### src/common/cpu_defines.svh
`ifndef CPU_DEFINES_SVH
`define CPU_DEFINES_SVH

// Cause.ExcCode values.
`define EXCCODE_INT   5'h00
`define EXCCODE_TLBL  5'h02
`define EXCCODE_TLBS  5'h03
`define EXCCODE_ADEL  5'h04
`define EXCCODE_ADES  5'h05
`define EXCCODE_SYS   5'h08
`define EXCCODE_BP    5'h09
`define EXCCODE_RI    5'h0a
`define EXCCODE_CPU   5'h0b
`define EXCCODE_OV    5'h0c

// CP0 register numbers for select 0.
`define CP0_COUNT     5'd9
`define CP0_COMPARE   5'd11
`define CP0_STATUS    5'd12
`define CP0_CAUSE     5'd13
`define CP0_EPC       5'd14
`define CP0_ERROR_EPC 5'd30

`define ZERO_WORD 32'h0000_0000

`define VEC_BASE_BOOT   32'hbfc0_0200 // Used while Status.BEV is set.
`define VEC_BASE_NORMAL 32'h8000_0000

`define VEC_OFS_REFILL  16'h0000
`define VEC_OFS_GENERAL 16'h0180
`define VEC_OFS_INT     16'h0200

// Only BEV (bit 22) and ERL (bit 2) are set.
`define STATUS_RESET 32'h0040_0004

`endif

### src/common/cpu_pkg.sv
package cpu_pkg;

	typedef logic        bit_t;
	typedef logic [31:0] word_t;
	typedef logic [15:0] half_word_t;
	typedef logic [31:0] inst_addr_t;
	typedef logic [4:0]  exc_code_t;
	typedef logic [4:0]  reg_addr_t;
	typedef logic [7:0]  int_vec_t;

	typedef struct packed {
		inst_addr_t pc;
		bit_t       delayslot;
		bit_t       is_priv_inst; // Needs kernel mode or CP0 access.
	} pipeline_data_t;

	typedef struct packed {
		bit_t        occur;
		bit_t        eret;
		exc_code_t   code;
		logic [1:0]  extra; // Coprocessor number for Cause.CE.
	} except_info_t;

	typedef struct packed {
		bit_t     cu0;
		bit_t     bev;
		int_vec_t im;
		bit_t     um;
		bit_t     erl;
		bit_t     exl;
		bit_t     ie;
	} status_t;

	typedef struct packed {
		bit_t       bd;
		bit_t       ti;
		logic [1:0] ce;
		bit_t       iv;
		int_vec_t   ip;
		exc_code_t  exccode;
	} cause_t;

	typedef struct packed {
		status_t    status;
		cause_t     cause;
		inst_addr_t epc;
		inst_addr_t error_epc;
		word_t      count;
		word_t      compare;
	} cp0_regs_t;

	typedef struct packed {
		bit_t       flush;
		bit_t       alpha_taken; // Slot a supplied the faulting PC.
		bit_t       delayslot;
		bit_t       eret;
		exc_code_t  code;
		logic [1:0] extra;
		inst_addr_t cur_pc;
		inst_addr_t jump_pc;
	} except_req_t;

	// Architectural bit positions of Status and Cause.
	function automatic word_t status_to_word(status_t s);
		word_t w;
		w = '0;
		w[28] = s.cu0;
		w[22] = s.bev;
		w[15:8] = s.im;
		w[4] = s.um;
		w[2] = s.erl;
		w[1] = s.exl;
		w[0] = s.ie;
		return w;
	endfunction

	function automatic status_t word_to_status(word_t w);
		return '{cu0: w[28], bev: w[22], im: w[15:8], um: w[4], erl: w[2], exl: w[1], ie: w[0]};
	endfunction

	function automatic word_t cause_to_word(cause_t c);
		word_t w;
		w = '0;
		w[31] = c.bd;
		w[30] = c.ti;
		w[29:28] = c.ce;
		w[23] = c.iv;
		w[15:8] = c.ip;
		w[6:2] = c.exccode;
		return w;
	endfunction

endpackage

### src/except/except_arbiter.sv
`timescale 1ns/100ps
`include "cpu_defines.svh"

module except_arbiter (
	input  cpu_pkg::bit_t           rst_n,
	input  cpu_pkg::pipeline_data_t data_a,
	input  cpu_pkg::pipeline_data_t data_b,
	input  cpu_pkg::except_info_t   except_a,
	input  cpu_pkg::except_info_t   except_b,
	input  cpu_pkg::cp0_regs_t      cp0_regs,
	output cpu_pkg::except_req_t    except_req
);

	cpu_pkg::int_vec_t     int_active;
	cpu_pkg::bit_t         int_pending;
	cpu_pkg::bit_t         user_mode;
	cpu_pkg::bit_t         cpu_fault;
	cpu_pkg::bit_t         take_a;
	cpu_pkg::except_info_t sel;
	cpu_pkg::half_word_t   offset;
	cpu_pkg::inst_addr_t   vec_base;
	cpu_pkg::inst_addr_t   target;

	assign int_active = cp0_regs.cause.ip & cp0_regs.status.im;

	// Interrupts are taken only with IE set and outside exception or error level.
	assign int_pending = cp0_regs.status.ie && !cp0_regs.status.exl &&
		!cp0_regs.status.erl && (int_active != '0);

	assign user_mode = cp0_regs.status.um && !cp0_regs.status.exl && !cp0_regs.status.erl;
	assign cpu_fault = user_mode && (data_a.is_priv_inst || data_b.is_priv_inst);

	always_comb begin
		sel = '0;
		take_a = 1'b0;
		if (int_pending) begin
			sel.occur = 1'b1;
			sel.code = `EXCCODE_INT;
			take_a = 1'b1; // Interrupts are charged to the older slot.
		end else if (cpu_fault) begin
			sel.occur = 1'b1;
			sel.code = `EXCCODE_CPU;
			sel.extra = 2'd1;
			take_a = data_a.is_priv_inst;
		end else if (except_a.occur) begin
			sel = except_a;
			take_a = 1'b1;
		end else begin
			sel = except_b;
		end
	end

	// Refill and vectored interrupt offsets apply only on first entry.
	always_comb begin
		if (!cp0_regs.status.exl &&
			(sel.code == `EXCCODE_TLBL || sel.code == `EXCCODE_TLBS)) begin
			offset = `VEC_OFS_REFILL;
		end else if (!cp0_regs.status.exl && sel.code == `EXCCODE_INT && cp0_regs.cause.iv) begin
			offset = `VEC_OFS_INT;
		end else begin
			offset = `VEC_OFS_GENERAL;
		end
	end

	assign vec_base = cp0_regs.status.bev ? `VEC_BASE_BOOT : `VEC_BASE_NORMAL;

	always_comb begin
		if (sel.eret) begin
			target = cp0_regs.status.erl ? cp0_regs.error_epc : cp0_regs.epc;
		end else begin
			target = vec_base + {16'h0000, offset};
		end
	end

	always_comb begin
		except_req = '0;
		if (rst_n && sel.occur) begin
			except_req.flush = 1'b1;
			except_req.alpha_taken = take_a;
			except_req.delayslot = take_a ? data_a.delayslot : data_b.delayslot;
			except_req.eret = sel.eret;
			except_req.code = sel.code;
			except_req.extra = sel.extra;
			except_req.cur_pc = take_a ? data_a.pc : data_b.pc;
			except_req.jump_pc = target;
		end
	end

	// Both checks look at the request once it has settled in the time step.
	always_comb begin
		if (rst_n && except_req.flush) begin
			a_flush_has_cause: assert final (int_pending || cpu_fault ||
				except_a.occur || except_b.occur)
				else $error("flush raised without any exception source");
		end
		if (rst_n && except_req.flush && !except_req.eret) begin
			a_legal_vector: assert final (except_req.jump_pc inside {
				`VEC_BASE_BOOT + {16'h0000, `VEC_OFS_REFILL},
				`VEC_BASE_BOOT + {16'h0000, `VEC_OFS_GENERAL},
				`VEC_BASE_BOOT + {16'h0000, `VEC_OFS_INT},
				`VEC_BASE_NORMAL + {16'h0000, `VEC_OFS_REFILL},
				`VEC_BASE_NORMAL + {16'h0000, `VEC_OFS_GENERAL},
				`VEC_BASE_NORMAL + {16'h0000, `VEC_OFS_INT}})
				else $error("jump_pc %h is not an exception vector", except_req.jump_pc);
		end
	end

endmodule

### src/cp0/cp0_regs.sv
`timescale 1ns/100ps
`include "cpu_defines.svh"

module cp0_regs (
	input  cpu_pkg::bit_t        clk,
	input  cpu_pkg::bit_t        rst_n,
	input  logic [5:0]           hw_int,
	input  cpu_pkg::bit_t        cp0_we,
	input  cpu_pkg::reg_addr_t   cp0_waddr,
	input  cpu_pkg::reg_addr_t   cp0_raddr,
	input  cpu_pkg::word_t       cp0_wdata,
	output cpu_pkg::word_t       cp0_rdata,
	input  cpu_pkg::except_req_t except_req,
	output cpu_pkg::cp0_regs_t   cp0_regs
);

	logic [5:0]          int_meta;
	logic [5:0]          int_sync;
	cpu_pkg::status_t    status_reg;
	cpu_pkg::cause_t     cause_reg;
	cpu_pkg::inst_addr_t epc_reg;
	cpu_pkg::inst_addr_t error_epc_reg;
	cpu_pkg::word_t      count_reg;
	cpu_pkg::word_t      compare_reg;
	cpu_pkg::bit_t       count_tick;
	cpu_pkg::bit_t       sw_we;
	cpu_pkg::bit_t       exc_entry;
	cpu_pkg::bit_t       status_sw_wr;
	cpu_pkg::bit_t       compare_sw_wr;
	cpu_pkg::bit_t       ti_next;
	cpu_pkg::inst_addr_t epc_entry;

	assign sw_we = cp0_we && !except_req.flush; // A flush wins over mtc0.
	assign exc_entry = except_req.flush && !except_req.eret;
	assign status_sw_wr = sw_we && cp0_waddr == `CP0_STATUS;
	assign compare_sw_wr = sw_we && cp0_waddr == `CP0_COMPARE;

	// The timer request holds until software writes Compare.
	assign ti_next = compare_sw_wr ? 1'b0 :
		(count_reg == compare_reg) ? 1'b1 : cause_reg.ti;

	// In a branch delay slot EPC points back at the branch.
	assign epc_entry = except_req.delayslot ? except_req.cur_pc - 32'd4 : except_req.cur_pc;

	always_ff @(posedge clk or negedge rst_n) begin
		if (!rst_n) begin
			int_meta <= '0;
			int_sync <= '0;
		end else begin
			int_meta <= hw_int;
			int_sync <= int_meta;
		end
	end

	always_ff @(posedge clk or negedge rst_n) begin
		if (!rst_n) begin
			count_tick <= 1'b0;
			count_reg <= `ZERO_WORD;
		end else if (sw_we && cp0_waddr == `CP0_COUNT) begin
			count_tick <= 1'b0;
			count_reg <= cp0_wdata;
		end else begin
			count_tick <= !count_tick;
			if (count_tick) begin
				count_reg <= count_reg + 32'd1; // Half the core clock rate.
			end
		end
	end

	always_ff @(posedge clk or negedge rst_n) begin
		if (!rst_n) begin
			compare_reg <= `ZERO_WORD;
		end else if (compare_sw_wr) begin
			compare_reg <= cp0_wdata;
		end
	end

	always_ff @(posedge clk or negedge rst_n) begin
		if (!rst_n) begin
			status_reg <= cpu_pkg::word_to_status(`STATUS_RESET);
		end else if (except_req.flush) begin
			if (!except_req.eret) begin
				status_reg.exl <= 1'b1;
			end else if (status_reg.erl) begin
				status_reg.erl <= 1'b0; // Error level is left before exception level.
			end else begin
				status_reg.exl <= 1'b0;
			end
		end else if (status_sw_wr) begin
			status_reg <= cpu_pkg::word_to_status(cp0_wdata);
		end
	end

	always_ff @(posedge clk or negedge rst_n) begin
		if (!rst_n) begin
			cause_reg <= '0;
		end else begin
			cause_reg.ti <= ti_next;
			// Timer shares line 7 with the last hardware input.
			cause_reg.ip[7:2] <= {int_sync[5] | ti_next, int_sync[4:0]};
			if (exc_entry) begin
				if (!status_reg.exl) begin
					cause_reg.bd <= except_req.delayslot;
				end
				cause_reg.exccode <= except_req.code;
				cause_reg.ce <= except_req.extra;
			end else if (sw_we && cp0_waddr == `CP0_CAUSE) begin
				cause_reg.iv <= cp0_wdata[23];
				cause_reg.ip[1:0] <= cp0_wdata[9:8]; // Software interrupts.
			end
		end
	end

	always_ff @(posedge clk) begin
		if (exc_entry && !status_reg.exl) begin
			epc_reg <= epc_entry;
		end else if (sw_we && cp0_waddr == `CP0_EPC) begin
			epc_reg <= cp0_wdata;
		end
	end

	always_ff @(posedge clk) begin
		if (sw_we && cp0_waddr == `CP0_ERROR_EPC) begin
			error_epc_reg <= cp0_wdata;
		end
	end

	always_comb begin
		case (cp0_raddr)
			`CP0_STATUS:    cp0_rdata = cpu_pkg::status_to_word(status_reg);
			`CP0_CAUSE:     cp0_rdata = cpu_pkg::cause_to_word(cause_reg);
			`CP0_EPC:       cp0_rdata = epc_reg;
			`CP0_ERROR_EPC: cp0_rdata = error_epc_reg;
			`CP0_COUNT:     cp0_rdata = count_reg;
			`CP0_COMPARE:   cp0_rdata = compare_reg;
			default:        cp0_rdata = `ZERO_WORD;
		endcase
	end

	assign cp0_regs = '{status: status_reg, cause: cause_reg, epc: epc_reg,
		error_epc: error_epc_reg, count: count_reg, compare: compare_reg};

	// Once eret has dropped EXL it stays low until another exception or a Status write.
	a_eret_exl_stays_clear: assert property (@(posedge clk) disable iff (!rst_n)
		(except_req.flush && except_req.eret && !status_reg.erl) ##1
		(!exc_entry && !status_sw_wr) |=> !status_reg.exl)
		else $error("EXL set again after eret without a new exception");

	a_flush_blocks_mtc0: assert property (@(posedge clk) disable iff (!rst_n)
		(cp0_we && except_req.flush &&
		(cp0_waddr == `CP0_COMPARE || cp0_waddr == `CP0_ERROR_EPC))
		|=> $stable(compare_reg) && $stable(error_epc_reg))
		else $error("mtc0 took effect in a flush cycle");

endmodule

### src/hw/except_unit.sv
`timescale 1ns/100ps

module except_unit (
	input  cpu_pkg::bit_t           clk,
	input  cpu_pkg::bit_t           rst_n,
	input  cpu_pkg::pipeline_data_t data_a,
	input  cpu_pkg::pipeline_data_t data_b,
	input  cpu_pkg::except_info_t   except_a,
	input  cpu_pkg::except_info_t   except_b,
	input  cpu_pkg::bit_t           cp0_we,
	input  cpu_pkg::reg_addr_t      cp0_waddr,
	input  cpu_pkg::word_t          cp0_wdata,
	input  cpu_pkg::reg_addr_t      cp0_raddr,
	output cpu_pkg::word_t          cp0_rdata,
	input  logic [5:0]              hw_int,
	output cpu_pkg::except_req_t    except_req
);

	cpu_pkg::cp0_regs_t cp0_state;

	// The request is combinational toward the pipeline and sampled by CP0 at the edge.
	except_arbiter i_arbiter (
		.rst_n      (rst_n),
		.data_a     (data_a),
		.data_b     (data_b),
		.except_a   (except_a),
		.except_b   (except_b),
		.cp0_regs   (cp0_state),
		.except_req (except_req)
	);

	cp0_regs i_cp0 (
		.clk        (clk),
		.rst_n      (rst_n),
		.hw_int     (hw_int),
		.cp0_we     (cp0_we),
		.cp0_waddr  (cp0_waddr),
		.cp0_raddr  (cp0_raddr),
		.cp0_wdata  (cp0_wdata),
		.cp0_rdata  (cp0_rdata),
		.except_req (except_req),
		.cp0_regs   (cp0_state)
	);

endmodule

### config.mk
export PLATFORM = sky130hd
export DESIGN_NAME = except_unit
export DESIGN_NICKNAME = d
export VERILOG_FILES = /design/src/common/cpu_pkg.sv /design/src/except/except_arbiter.sv /design/src/cp0/cp0_regs.sv /design/src/hw/except_unit.sv
export VERILOG_INCLUDE_DIRS = /design/src /design/src/common
export SDC_FILE = /design/constraint.sdc
export NUM_CORES = 1
export LEC_CHECK = 0
export BUFFER_PORTS_ARGS = -buffer_cell sky130_fd_sc_hd__buf_2
export CAP_MARGIN = 20
export CORE_MARGIN = 2
export CORE_UTILIZATION = 45
export DETAILED_ROUTE_END_ITERATION = 8
export MAX_ROUTING_LAYER = met4
export PLACE_DENSITY = 0.71
export SLEW_MARGIN = 20
export SYNTH_ARGS = -nofsm -noshare
export SYNTH_HDL_FRONTEND = slang
export SYNTH_SLANG_ARGS = --single-unit
### constraint.sdc
create_clock -name clk -period 4.3 [get_ports clk]
set_input_delay 0.86 -clock clk [delete_from_list [all_inputs] [get_ports clk]]
set_output_delay 0.86 -clock clk [all_outputs]
set_load 0.05 [all_outputs]
==> flow_summary.toml <==
[synthesis]
yosysTopAreaCell = "dfrtp_1"
synth_top_cell_area_share = 0.249
ys_types = 80
synth_top_family_by_area = "simple AND/OR/NAND/NOR gates"
synthXorXnorAreaFrac = 0.0626
yosys-top-cells-area = "dfrtp_1 25%, edfxtp_1 18%, mux2i_1 11%"
synthesis.area_um2 = 10800
syn_inst = 1101
synth-edff-count = 64
ys_ff_latch = 173
synthArstFlopShare = 0.630
synth_fp_nets = 1241
ys.flop_type = "dfrtp_1"
synth_mux_area_frac = 0.155
yosys_warnings = 0
synthTopCellsByCount = "113 x mux2i_1, 107 x dfrtp_1, 105 x nand2_1, 103 x nor2_1, 75 x a21oi_1"
syn_area_per_cell_um2 = 9.78
synth_most_common_cell = "mux2i_1"
synth-compound-area-share = 0.151
synth-simple-area-share = 0.160
yosys.area_share.adder = 0.00349
ys_seq_area_frac = 0.432

[hold_path]
hp-class = "in2async"

[drt]
routedWlPerCell_um = 22.3
via_per_inst = 5.93
drc = 0
dr.pass1.iters = 7
via_count = 9889
drt-initial-drc-count = 921
antenna_left = 0
wl_mm = 37.1

[flow_run]
drv_cap = 0

[global_routing]
grt_max_degree = 77
overflow = 0
track_usage = 0.306
grt_first_pass_wirelength_mm = 55.8
grt_pass1_vias = 9524
antenna_found_initial = 0

[setup_path]
crit_type = "reg2out"
path_cells = "a22o_1, o41a_1, buf_6, a21oi_4, buf_4, clkinvlp_4, buf_4, o31ai_1, a21oi_1, buf_2"
worstPathArrival_ps = 3370
start_kind = "flip-flop"
crit_path_end_kind = "output pin"
cp.required_ps = 3440
cp_max_fo = 28
worst_path_max_delay_cell = "o41a_1"
crit_path_frequent_cell = "buf_4"
critPathMaxStageDelay_ps = 520

[die]
start_util = 0.459
core_area_um2 = 23500
die_x_um = 159
dieArea_um2 = 25200
dieHeight_um = 159
core.rowCount = 56
num_io_pins = 244

[cells_and_area]
drive_gt1_frac = 0.309
antenna_cells = 0
final_cells = 1667
fin_nets = 1475
syn2layout_area_growth_pct = 21.7
finalInstanceArea_um2 = 13100

[pwr]
powerDensity_nw_per_um2 = 434
leakagePower_uw = 0.00572
ir_drop_uv = 281

[timing]
finalWorstSetupSlack_ps = 70.4
post-route-period-util = 0.984
hold_viol = 0
clock_skew_ps = 13.7
worst_pin_slew_ps = 986
slew_violations = 0
rsz0062_at_grt = "false"
setup_viol = 0
maxSlewHeadroom = 0.343
max_freq_mhz = 236
min_period_ps = 4230

[clock_tree]
cts_buffers = 17
cts_tree = "done"
cts_hold_buf = 0
cts_root_buf = "clkbuf_16"
h-tree-depth = 4
clock_sinks = 173
clk_pin_slew_ps = 80
clockBufferDepth = 2
clock_latency_ps = 450

[placement]
dp_slack_ps = 153
dp_hpwl_mm = 28.4
dp.cells = 1630
dpl_cell_area_um2 = 12500
port_buffers = 243
routabilityCongestion = 0.935

[status]
outcome = "complete, no violations"
[kinds of logic after synthesis]
| logic type | Yosys count |
|---|---|
| and+or+nand+nor | 353 |
| buffers and inverters | 87 |
| xor gates and xnor gates | 77 |
| DFF | 173 |
| AOI/OAI and AO/OA | 247 |
| muxes | 161 |
| adders and majority gates | 3 |
[worst max-delay path, delay by kind of cell, from the launching register on]
| family | cells | cell delay, ps |
|---|---|---|
| compound gates | 5 | 1330 |
| buf+inv | 5 | 1180 |
| flops | 1 | 400 |
[per-layer routing]
metal / wire length [um] / GRT usage / vias to the layer above
li1: - / - / 4556
met1: 15600 / 0.407 / 4813
met2: 17700 / 0.482 / 455
met3: 2700 / 0.0433 / 65
met4: 1040 / 0.101 / 0
met5: 0 / - / -
[layout make-up]
class	count	area, um2
inverters	13	52.6
clock inverters	15	150
fillers	2121	10400
repair inverters	1	5.00
flip-flops and latches	173	4650
well taps	319	399
repair buffers	288	1590
multi-input cells	841	5830
clock buffers	17	425
[per-stage QoR]
step / setup TNS, ps / power, uW / utilization / hold WS (ps)
2_1_floorplan: -224 / 3510 / - / 331
3_3_place_gp: 0 / 4100 / 0.530 / 334
3_5_place_dp: 0 / 4130 / 0.530 / 336
4_1_cts: 0 / 5660 / 0.555 / 250
5_1_grt: 0 / 5930 / 0.558 / 264
6_report: 0 / 5680 / 0.558 / 259
[what timing repair did]
action / 4_1_cts / 5_1_grt
pin swaps: 0 / 1
setup buffers: 0 / 3
endpoints found under the setup margin: 4 / 22
cloned: 0 / 2
gates resized for setup: 3 / 9
[placed cells by master (no fill, tap or decap), drive strengths merged, types with 24 or more instances in the layout]
cell	count
buf	287
mux2i	113
nand2	107
a21oi	77
nor2	104
edfxtp	64
dfrtp	107
o21ai	53
mux2	48
xor2	55
o22ai	24
[worst paths after layout]
path / startpoint / to / slack (ps) / cells past startpoint
max in group asynchronous: rst_n / i_cp0.int_sync[4]$_DFF_PN0_ / 2320 / 3
min in group clk: i_cp0.int_meta[1]$_DFF_PN0_ / i_cp0.int_sync[1]$_DFF_PN0_ / 350 / 0
worst max register to register: i_cp0.cp0_regs[155]$_DFFE_PN0P_ / i_cp0.epc_reg[22]$_DFFE_PP_ / 490 / 9
worst min-delay path: rst_n / i_cp0.cp0_regs[130]$_DFFE_PN0P_ / 260 / 1
worst min register to register: i_cp0.int_meta[1]$_DFF_PN0_ / i_cp0.int_sync[1]$_DFF_PN0_ / 350 / 0
worst max-delay path: i_cp0.cp0_regs[155]$_DFFE_PN0P_ / except_req[8] / 70 / 10
[where the power goes]
part / switching [uW] / total (uW) / internal [uW]
logic: 1180 / 1850 / 662
registers: 324 / 2310 / 1980
clock network: 710 / 1530 / 819
total: 2220 / 5680 / 3460
(Power assumes the default switching activity.)
